### src/rtl/otp_part_defs.svh
//////////////////////////////////////////////////
// Shared widths and address map of the unbuffered
// OTP partition and its macro interface
//////////////////////////////////////////////////

`ifndef OTP_PART_DEFS_SVH
`define OTP_PART_DEFS_SVH

// OTP macro word and digest block
`define OTP_WORD_W    16
`define BLOCK_W       64

// Address widths, byte and halfword view of the macro
`define BYTE_ADDR_W   11
`define OTP_ADDR_W    10

// Software window addresses 32-bit words
`define SW_ADDR_W     9

// Size field counts macro words minus one
`define OTP_SIZE_W    2

// Partition placement in bytes
`define PART_OFFSET   64
`define PART_SIZE     48

// Digest sits in the last 8 bytes of the partition
`define DIGEST_OFFSET 104

`endif

### src/rtl/otp_bus_pkg.sv
//////////////////////////////////////////////////
// OTP macro command and access control types
// Multi-bit lock values and partition access struct
//////////////////////////////////////////////////

package otp_bus_pkg;

  // OTP macro commands
  typedef enum logic [1:0] {
    Read    = 2'b00,
    Write   = 2'b01,
    ReadRaw = 2'b10,
    Init    = 2'b11
  } otp_cmd_e;

  // Redundantly encoded lock value
  typedef logic [7:0] mubi8_t;

  localparam mubi8_t MUBI8_TRUE  = 8'h96;
  localparam mubi8_t MUBI8_FALSE = 8'h69;

  // Read and write lock of one partition, 16 bits
  typedef struct packed {
    mubi8_t read_lock;
    mubi8_t write_lock;
  } part_access_t;

  // Anything but the exact false pattern counts as locked
  function automatic logic mubi8_test_true_loose(mubi8_t val);
    return val != MUBI8_FALSE;
  endfunction

endpackage

### src/rtl/otp_part_pkg.sv
//////////////////////////////////////////////////
// Partition level types
// FSM state encoding, error codes, address select
//////////////////////////////////////////////////

package otp_part_pkg;

  // Sparse state codes, minimum Hamming distance 5
  typedef enum logic [9:0] {
    ResetSt    = 10'b1010110110,
    InitSt     = 10'b0100010011,
    InitWaitSt = 10'b0001011000,
    IdleSt     = 10'b1011101001,
    ReadSt     = 10'b0101101110,
    ReadWaitSt = 10'b0110100101,
    ErrorSt    = 10'b1111011111
  } part_state_e;

  // Error codes, shared with the OTP macro response
  typedef enum logic [2:0] {
    NoError             = 3'h0,
    MacroError          = 3'h1,
    MacroEccCorrError   = 3'h2,
    MacroEccUncorrError = 3'h3,
    AccessError         = 3'h5,
    FsmStateError       = 3'h7
  } part_err_e;

  // OTP address source
  typedef enum logic {
    DigestAddrSel = 1'b0,
    DataAddrSel   = 1'b1
  } addr_sel_e;

endpackage

### src/rtl/part_ctrl_if.sv
`timescale 1ns/10ps
//////////////////////////////////////////////////
// Per-cycle commands from the partition FSM
// to the window and digest/lock modules
//////////////////////////////////////////////////

interface part_ctrl_if
  import otp_part_pkg::*;
();

  // Bus grant, latches the window address
  logic      addr_capture;
  // Digest or data address toward the macro
  addr_sel_e addr_sel;
  // Bus response strobe and its error flag
  logic      rsp_valid;
  logic      rsp_err;
  // Load strobe for the digest register
  logic      digest_we;
  // Partition has read its digest and serves reads
  logic      init_done;

  modport fsm_mp (output addr_capture, addr_sel, rsp_valid, rsp_err, digest_we, init_done);

  modport window_mp (input addr_capture, addr_sel, rsp_valid, rsp_err);

  modport digest_mp (input digest_we, init_done);

endinterface

### src/rtl/otp_part_unbuf.sv
`timescale 1ns/10ps
//////////////////////////////////////////////////
// Unbuffered OTP partition top level
// FSM, window datapath, digest/lock register
//////////////////////////////////////////////////

`include "otp_part_defs.svh"

module otp_part_unbuf
  import otp_part_pkg::*;
  import otp_bus_pkg::*;
(
  input  logic                   clk_i,
  input  logic                   rst_ni,
  // Init handshake
  input  logic                   init_req_i,
  output logic                   init_done_o,
  // Escalation and error status
  input  logic                   escalate_i,
  output part_err_e              error_o,
  output logic                   fsm_err_o,
  // Access control and digest
  input  part_access_t           access_i,
  output part_access_t           access_o,
  output logic [`BLOCK_W-1:0]    digest_o,
  // Software window bus
  input  logic                   tlul_req_i,
  output logic                   tlul_gnt_o,
  input  logic [`SW_ADDR_W-1:0]  tlul_addr_i,
  output logic [1:0]             tlul_rerror_o,
  output logic                   tlul_rvalid_o,
  output logic [31:0]            tlul_rdata_o,
  // OTP macro
  output logic                   otp_req_o,
  output otp_cmd_e               otp_cmd_o,
  output logic [`OTP_SIZE_W-1:0] otp_size_o,
  output logic [`OTP_ADDR_W-1:0] otp_addr_o,
  input  logic                   otp_gnt_i,
  input  logic                   otp_rvalid_i,
  input  logic [`BLOCK_W-1:0]    otp_rdata_i,
  input  part_err_e              otp_err_i
);

  part_ctrl_if ctrl_if ();

  logic         addr_in_range;
  part_access_t access_q;

  // Partition only ever reads
  assign otp_cmd_o = Read;

  assign tlul_rvalid_o = ctrl_if.rsp_valid;
  assign init_done_o   = ctrl_if.init_done;
  assign access_o      = access_q;

  part_fsm i_part_fsm (
    .clk_i,
    .rst_ni,
    .init_req_i,
    .escalate_i,
    .otp_gnt_i,
    .otp_rvalid_i,
    .otp_err_i,
    .tlul_req_i,
    .addr_in_range_i (addr_in_range),
    .access_i        (access_q),
    .otp_req_o,
    .tlul_gnt_o,
    .fsm_err_o,
    .error_o,
    .ctrl            (ctrl_if.fsm_mp)
  );

  part_window i_part_window (
    .clk_i,
    .rst_ni,
    .tlul_addr_i,
    .otp_rdata_i,
    .ctrl            (ctrl_if.window_mp),
    .addr_in_range_o (addr_in_range),
    .otp_addr_o,
    .otp_size_o,
    .tlul_rdata_o,
    .tlul_rerror_o
  );

  part_digest_lock i_part_digest_lock (
    .clk_i,
    .rst_ni,
    .otp_rdata_i,
    .access_i,
    .ctrl     (ctrl_if.digest_mp),
    .digest_o,
    .access_o (access_q)
  );

endmodule

### src/rtl/part_digest_lock.sv
`timescale 1ns/10ps
//////////////////////////////////////////////////
// Digest register of the partition
// Registered read and write lock aggregation
//////////////////////////////////////////////////

`include "otp_part_defs.svh"

module part_digest_lock
  import otp_bus_pkg::*;
(
  input  logic                clk_i,
  input  logic                rst_ni,
  input  logic [`BLOCK_W-1:0] otp_rdata_i,
  // Runtime locks from the CSRs
  input  part_access_t        access_i,
  part_ctrl_if.digest_mp      ctrl,
  output logic [`BLOCK_W-1:0] digest_o,
  output part_access_t        access_o
);

  logic [`BLOCK_W-1:0] digest_q;
  part_access_t        access_d, access_q;
  logic                uninit;
  logic                digest_set;

  //////////////////////////////////////////////////
  // Digest
  //////////////////////////////////////////////////

  always_ff @(posedge clk_i or negedge rst_ni) begin
    if (!rst_ni) begin
      digest_q <= '0;
    end else if (ctrl.digest_we) begin
      digest_q <= otp_rdata_i;
    end
  end

  assign digest_o = digest_q;

  //////////////////////////////////////////////////
  // Locks
  //////////////////////////////////////////////////

  // Uninitialised partition is fully locked
  assign uninit     = !ctrl.init_done;
  // Any nonzero digest seals the partition for writes
  assign digest_set = digest_q != '0;

  always_comb begin
    access_d.read_lock = MUBI8_FALSE;
    access_d.write_lock = MUBI8_FALSE;
    if (uninit || mubi8_test_true_loose(access_i.read_lock)) begin
      access_d.read_lock = MUBI8_TRUE;
    end
    if (uninit || digest_set || mubi8_test_true_loose(access_i.write_lock)) begin
      access_d.write_lock = MUBI8_TRUE;
    end
  end

  // Locks come up true out of reset
  always_ff @(posedge clk_i or negedge rst_ni) begin
    if (!rst_ni) begin
      access_q <= '{read_lock: MUBI8_TRUE, write_lock: MUBI8_TRUE};
    end else begin
      access_q <= access_d;
    end
  end

  assign access_o = access_q;

  // Stored digest write-locks the partition one cycle on
  a_digest_write_lock: assert property (@(posedge clk_i) disable iff (!rst_ni)
    digest_o != '0 |=> mubi8_test_true_loose(access_o.write_lock));

endmodule

### src/rtl/part_fsm.sv
`timescale 1ns/10ps
//////////////////////////////////////////////////
// Partition FSM of the unbuffered OTP partition
// Error register, pending bus error flag
// Escalation and illegal state handling
//////////////////////////////////////////////////

module part_fsm
  import otp_part_pkg::*;
  import otp_bus_pkg::*;
(
  input  logic         clk_i,
  input  logic         rst_ni,
  // Init pulse, once after reset
  input  logic         init_req_i,
  // Escalation, active high
  input  logic         escalate_i,
  // OTP macro handshake
  input  logic         otp_gnt_i,
  input  logic         otp_rvalid_i,
  input  part_err_e    otp_err_i,
  // Bus request
  input  logic         tlul_req_i,
  // Status from window and lock modules
  input  logic         addr_in_range_i,
  input  part_access_t access_i,
  output logic         otp_req_o,
  output logic         tlul_gnt_o,
  output logic         fsm_err_o,
  output part_err_e    error_o,
  part_ctrl_if.fsm_mp  ctrl
);

  part_state_e state_d, state_q;
  part_err_e   error_d, error_q;
  // Set on a grant in ErrorSt, answered the next cycle
  logic        pend_err_d, pend_err_q;
  addr_sel_e   addr_sel;
  logic        rsp_valid;
  logic        rsp_err;
  logic        digest_we;
  logic        init_done;
  logic        otp_ok;
  logic        read_allowed;

  // Clean or correctable response keeps the partition alive
  assign otp_ok = otp_err_i inside {NoError, MacroEccCorrError};

  // Read lock must hold the exact false pattern
  assign read_allowed = addr_in_range_i && (access_i.read_lock == MUBI8_FALSE);

  //////////////////////////////////////////////////
  // Next state and outputs
  //////////////////////////////////////////////////

  always_comb begin
    state_d    = state_q;
    error_d    = error_q;
    pend_err_d = 1'b0;
    otp_req_o  = 1'b0;
    tlul_gnt_o = 1'b0;
    fsm_err_o  = 1'b0;
    addr_sel   = DigestAddrSel;
    rsp_valid  = 1'b0;
    rsp_err    = 1'b0;
    digest_we  = 1'b0;
    init_done  = 1'b0;

    case (state_q)
      // Wait for the init pulse
      ResetSt: begin
        if (init_req_i) begin
          state_d = InitSt;
        end
      end
      // Request the digest block, hold until granted
      InitSt: begin
        otp_req_o = 1'b1;
        if (otp_gnt_i) begin
          state_d = InitWaitSt;
        end
      end
      // Load the digest, anything worse than a corrected ECC error is fatal
      InitWaitSt: begin
        if (otp_rvalid_i) begin
          digest_we = 1'b1;
          if (otp_ok) begin
            state_d = IdleSt;
            if (otp_err_i == MacroEccCorrError) begin
              error_d = MacroEccCorrError;
            end
          end else begin
            state_d = ErrorSt;
            error_d = otp_err_i;
          end
        end
      end
      // Grant bus reads, a new request clears soft errors
      IdleSt: begin
        init_done = 1'b1;
        if (tlul_req_i) begin
          tlul_gnt_o = 1'b1;
          error_d    = NoError;
          state_d    = ReadSt;
        end
      end
      // Range and lock check on the latched address
      ReadSt: begin
        init_done = 1'b1;
        if (read_allowed) begin
          otp_req_o = 1'b1;
          addr_sel  = DataAddrSel;
          if (otp_gnt_i) begin
            state_d = ReadWaitSt;
          end
        end else begin
          // Bus error, partition stays operational
          state_d   = IdleSt;
          error_d   = AccessError;
          rsp_valid = 1'b1;
          rsp_err   = 1'b1;
        end
      end
      // Forward the macro response to the bus
      ReadWaitSt: begin
        init_done = 1'b1;
        if (otp_rvalid_i) begin
          rsp_valid = 1'b1;
          if (otp_ok) begin
            state_d = IdleSt;
            if (otp_err_i == MacroEccCorrError) begin
              error_d = MacroEccCorrError;
            end
          end else begin
            state_d = ErrorSt;
            error_d = otp_err_i;
            rsp_err = 1'b1;
          end
        end
      end
      // Terminal state, every request gets a bus error
      ErrorSt: begin
        if (error_q == NoError) begin
          error_d = FsmStateError;
        end
        if (pend_err_q) begin
          rsp_valid = 1'b1;
          rsp_err   = 1'b1;
        end else if (tlul_req_i) begin
          tlul_gnt_o = 1'b1;
          pend_err_d = 1'b1;
        end
      end
      // Glitched state code
      default: begin
        state_d   = ErrorSt;
        fsm_err_o = 1'b1;
      end
    endcase

    // Escalation overrides everything
    if (escalate_i) begin
      state_d   = ErrorSt;
      fsm_err_o = 1'b1;
      if (state_q != ErrorSt) begin
        error_d = FsmStateError;
      end
    end
  end

  assign error_o           = error_q;
  assign ctrl.addr_capture = tlul_gnt_o;
  assign ctrl.addr_sel     = addr_sel;
  assign ctrl.rsp_valid    = rsp_valid;
  assign ctrl.rsp_err      = rsp_err;
  assign ctrl.digest_we    = digest_we;
  assign ctrl.init_done    = init_done;

  //////////////////////////////////////////////////
  // Registers
  //////////////////////////////////////////////////

  always_ff @(posedge clk_i or negedge rst_ni) begin
    if (!rst_ni) begin
      state_q    <= ResetSt;
      error_q    <= NoError;
      pend_err_q <= 1'b0;
    end else begin
      state_q    <= state_d;
      error_q    <= error_d;
      pend_err_q <= pend_err_d;
    end
  end

  // State register only ever holds one of the seven codes
  a_state_legal: assert property (@(posedge clk_i) disable iff (!rst_ni)
    state_q inside {ResetSt, InitSt, InitWaitSt, IdleSt, ReadSt, ReadWaitSt, ErrorSt});

  // Uncorrectable macro error is terminal on the next cycle
  a_uncorr_to_error: assert property (@(posedge clk_i) disable iff (!rst_ni)
    state_q inside {InitWaitSt, ReadWaitSt} && otp_rvalid_i && !escalate_i &&
    otp_err_i == MacroEccUncorrError
    |=> state_q == ErrorSt && error_o == MacroEccUncorrError);

endmodule

### src/rtl/part_window.sv
`timescale 1ns/10ps
//////////////////////////////////////////////////
// Software window datapath
// Address capture, range check, OTP address/size
// Read data and bus error gating
//////////////////////////////////////////////////

`include "otp_part_defs.svh"

module part_window
  import otp_part_pkg::*;
(
  input  logic                   clk_i,
  input  logic                   rst_ni,
  input  logic [`SW_ADDR_W-1:0]  tlul_addr_i,
  input  logic [`BLOCK_W-1:0]    otp_rdata_i,
  part_ctrl_if.window_mp         ctrl,
  output logic                   addr_in_range_o,
  output logic [`OTP_ADDR_W-1:0] otp_addr_o,
  output logic [`OTP_SIZE_W-1:0] otp_size_o,
  output logic [31:0]            tlul_rdata_o,
  output logic [1:0]             tlul_rerror_o
);

  // Partition bounds, one extra bit so the end does not wrap
  localparam logic [`BYTE_ADDR_W:0] PartStart = (`BYTE_ADDR_W+1)'(`PART_OFFSET);
  localparam logic [`BYTE_ADDR_W:0] PartEnd   = (`BYTE_ADDR_W+1)'(`PART_OFFSET + `PART_SIZE);
  localparam logic [`BYTE_ADDR_W-1:0] DigestAddr = `BYTE_ADDR_W'(`DIGEST_OFFSET);

  // Digest is four halfwords, a bus word two
  localparam logic [`OTP_SIZE_W-1:0] DigestSize = `OTP_SIZE_W'(`BLOCK_W / `OTP_WORD_W - 1);
  localparam logic [`OTP_SIZE_W-1:0] WordSize   = `OTP_SIZE_W'(32 / `OTP_WORD_W - 1);

  logic [`SW_ADDR_W-1:0]   addr_q;
  logic [`BYTE_ADDR_W-1:0] byte_addr;
  logic [`BYTE_ADDR_W-1:0] addr_calc;

  // Word address latched on the bus grant
  always_ff @(posedge clk_i or negedge rst_ni) begin
    if (!rst_ni) begin
      addr_q <= '0;
    end else if (ctrl.addr_capture) begin
      addr_q <= tlul_addr_i;
    end
  end

  assign byte_addr = {addr_q, 2'b00};

  assign addr_in_range_o = ({1'b0, byte_addr} >= PartStart) &&
                           ({1'b0, byte_addr} < PartEnd);

  // Macro works on halfwords, drop the byte bit
  assign addr_calc  = (ctrl.addr_sel == DigestAddrSel) ? DigestAddr : byte_addr;
  assign otp_addr_o = addr_calc[`BYTE_ADDR_W-1 -: `OTP_ADDR_W];
  assign otp_size_o = (ctrl.addr_sel == DigestAddrSel) ? DigestSize : WordSize;

  // Data only leaves on a clean response
  assign tlul_rdata_o  = (ctrl.rsp_valid && !ctrl.rsp_err) ? otp_rdata_i[31:0] : '0;
  assign tlul_rerror_o = {2{ctrl.rsp_err}};

  // Error flag only comes with a response, which then carries no macro data
  a_err_no_data: assert property (@(posedge clk_i) disable iff (!rst_ni)
    ctrl.rsp_err |-> ctrl.rsp_valid && tlul_rdata_o == '0);

endmodule
### config.mk
export PLATFORM = sky130hd
export DESIGN_NAME = otp_part_unbuf
export DESIGN_NICKNAME = d
export VERILOG_FILES = /design/src/rtl/otp_bus_pkg.sv /design/src/rtl/otp_part_pkg.sv /design/src/rtl/part_ctrl_if.sv /design/src/rtl/otp_part_unbuf.sv /design/src/rtl/part_digest_lock.sv /design/src/rtl/part_fsm.sv /design/src/rtl/part_window.sv
export VERILOG_INCLUDE_DIRS = /design/src /design/src/rtl
export SDC_FILE = /design/constraint.sdc
export NUM_CORES = 1
export LEC_CHECK = 0
export ABC_AREA = 1
export BUFFER_PORTS_ARGS = -buffer_cell sky130_fd_sc_hd__buf_2
export CAP_MARGIN = 10
export CELL_PAD_IN_SITES_DETAIL_PLACEMENT = 0
export CELL_PAD_IN_SITES_GLOBAL_PLACEMENT = 2
export CORE_MARGIN = 5
export CORE_UTILIZATION = 23
export CTS_BUF_LIST = sky130_fd_sc_hd__clkbuf_4
export DETAILED_ROUTE_END_ITERATION = 7
export HOLD_SLACK_MARGIN = 0.08
export PLACE_DENSITY = 0.88
export SLEW_MARGIN = 20
export SYNTH_ARGS = -nofsm -noshare
export SYNTH_HDL_FRONTEND = slang
export SYNTH_SLANG_ARGS = --single-unit
### constraint.sdc
create_clock -name clk_i -period 1.9 [get_ports clk_i]
set_input_delay 0.38 -clock clk_i [delete_from_list [all_inputs] [get_ports clk_i]]
set_output_delay 0.38 -clock clk_i [all_outputs]
set_load 0.05 [all_outputs]
==> impl_metrics.tcl <==
set metrics [dict create \
    finalSetupViolations 112 \
    leakagePower_nw 4.70 \
    htreeDepth 3 \
    period_share_pct 141 \
    avgViaCountPerCell 4.32 \
    synth_ff_type "dfrtp_1" \
    dieArea_um2 24100 \
    fin_nets 1073 \
    placed_area_um2 6920 \
    synth-seq-area-share_pct 46.7 \
    grt_pass1_vias 5735 \
    antenna_found_initial 1 \
    whs_ns 0.121 \
    clock_path_buffers 2 \
    grtUsageTotal_pct 15.6 \
    synth_area_leaders "dfrtp_1 (42%), nand2_1 (11%), inv_1 (7.6%), nor2_1 (4.7%), buf_4 (4.7%)" \
    dp_hpwl_um 13600 \
    cts_made_buffers 9 \
    area_growth_pct 89.9 \
    worst-setup-path-type "reg2out" \
    clk_pin_slew_ns 0.17 \
    async_reset_ff_share_pct 100 \
    fill_cells 2039 \
    ant_nets 0 \
    stdcell_area_um2 9200 \
    dp_cells 1148 \
    synth-seq-cells 90 \
    setup_ws_ns -0.777 \
    status "finished with violations" \
    cp.required_ns 1.52 \
    cts.sinks 90 \
    syn_area_per_cell_um2 7.95 \
    cp-end-kind "primary output" \
    ir_drop_v 0.000342 \
    grt_pass1_wl_um 30000 \
    row_count 53 \
    failed_checks "setup timing" \
    drt-total-wl_um 19800 \
    slew_violations 0 \
    fmax_mhz 374 \
    start_kind "register" \
    rsz0062_at_grt "true" \
    grt_max_degree 42 \
    port_buffers 225 \
    ys_types 31 \
    tns_ns -39.37 \
    ys_warn_count 0 \
    cts_tree "done" \
    synth_edf_count 0 \
    worst-path-max-fanout 6 \
    synth_cells 609 \
    drc 0 \
    vias 5418 \
    worstHoldPathCells 3 \
    synthesis.area_um2 4840 \
    start_util_pct 23.2 \
    die_x_um 155 \
    regArea_um2 2260 \
    pin_count 235 \
    clock_tree.root_cell "clkbuf_4" \
    cp.arrival_ns 2.30 \
    fp.dieH_um 155 \
    min_path_type "in2reg" \
    hold_viol_final 0 \
    multi_input_area_um2 2740 \
    synth_top_area_share_pct 42.4 \
    finClkSkew_ns 0.0189 \
    place_worst_setup_slack_ns -0.349 \
    core-area_um2 20900 \
    reg2reg_depth 12 \
    power.density_nw_per_um2 842 \
    drt_iter0_drc 203 \
    firstDrtPassIters 4 \
    drv_cap 0 \
    fin_cells 1255 \
    fin_crit_ns 2.68 \
    layout-drive-gt1-share_pct 57.2 \
    grt-ovfl-total 0 \
    synth_top_cell_by_area "dfrtp_1" \
    place_congestion 0.837 \
    insertion_delay_ns 0.48 \
    wl_per_cell_um 15.8 \
]
[state kept, by name (all words and copies together), names as in the netlist]
register and count:
i_part_digest_lock.digest_o 64, i_part_fsm.state_q 9, i_part_window.addr_q 9, i_part_digest_lock.access_o 4
i_part_fsm.error_o 3, i_part_fsm.pend_err_q 1
[power by group]
group | switching (mW) | internal, mW
clock network | 0.806 | 0.440
logic | 2.35 | 1.72
registers | 0.214 | 2.21
[cell type report]
class                           count  share of cell area, %
Timing Repair Buffer              386                   35.9
Multi-Input combinational cell    388                   29.8
Sequential cell                    90                   24.6
Inverter                           99                   4.16
Tap cell                          275                   3.74
Clock inverter                      7                   1.02
Clock buffer                        9                  0.735
Antenna cell                        1                 0.0272
[cell families after synthesis]
group	Yosys count	synth area share [%]
buffers and inverters	139	13.8
AO/OA/AOI/OAI	70	8.89
multiplexers	13	3.02
flip-flops	90	46.7
AND/OR/NAND/NOR	295	27.4
other	2	0.155
[stage by stage]
stage               utilization (%)  total power, mW
CTS                            40.4             7.53
floorplan                         -             4.42
detailed placement             33.1             5.54
finish                         44.0             7.74
global route                   44.0             8.25
global placement               33.1             5.53
[critical path, cell delays in order, from the launching register on]
cell and delay (ns):
dfstp_2 0.61, inv_2 0.06, nor2_2 0.13, nand3_2 0.13, o221ai_4 0.27, nand2_8 0.15
clkbuf_16 0.20, nor2_4 0.11, buf_8 0.15
[routing by layer]
layer,GRT usage (%),vias to the layer above,wire [µm]
met4,4.04,0,277
met3,4.53,25,1250
met5,0,-,0
li1,-,2621,-
met1,18.8,2596,7980
met2,27.4,176,10300
[final timing paths]
| check | endpoint | slack (ns) | start |
|---|---|---|---|
| max in group asynchronous | i_part_digest_lock.digest_o[24]$_DFFE_PN0P_ | 0.90 | rst_ni |
| min in group asynchronous | i_part_digest_lock.digest_o[57]$_DFFE_PN0P_ | 0.38 | rst_ni |
| min reg2reg | i_part_fsm.state_q[5]$_DFFE_PN1P_ | 0.50 | i_part_fsm.state_q[5]$_DFFE_PN1P_ |
| min | i_part_digest_lock.digest_o[39]$_DFFE_PN0P_ | 0.12 | otp_rdata_i[39] |
| max reg2reg | i_part_digest_lock.digest_o[46]$_DFFE_PN0P_ | -0.19 | i_part_fsm.state_q[7]$_DFFE_PN1P_ |
| max | tlul_rdata_o[21] | -0.78 | i_part_fsm.state_q[2]$_DFFE_PN1P_ |
[synthesized netlist by cell type, types with 6 or more instances]
master and n:
dfstp_2 8, nor2_1 61, buf_4 30, nor2_2 14, mux2_2 13, nand3_1 28
o21a_1 21, nand4_1 14, o21ai_0 40, dfrtp_1 82, nand2_1 146, nor4_1 9
a21oi_1 6, inv_1 98
[repair_timing]
item	in CTS	in global routing
setup buffers	25	24
cloned	11	5
hold buffers	39	0
pin swaps	16	29
hold endpoints to repair	59	0
setup endpoints to repair	95	128
resized for setup	152	213
[cell usage in the layout, fill, tap and decap left out, drive strengths merged]
cell and n:
nand3 30, clkinvlp 2, dlygate4sd3 39, dfrtp 82, bufinv 1, a21oi 6
clkbuf 13, buf 343, nand4 14, nand3b 3, nor4 9, mux2 13
nor3 7, o211ai 1, o21a 21, conb 9, o221ai 1, nor2 77
clkinv 1, o21ai 41, inv 102, nand2 154, diode 1, dfstp 8
or2 2
Note: power is estimated with default switching activity, not from simulation.
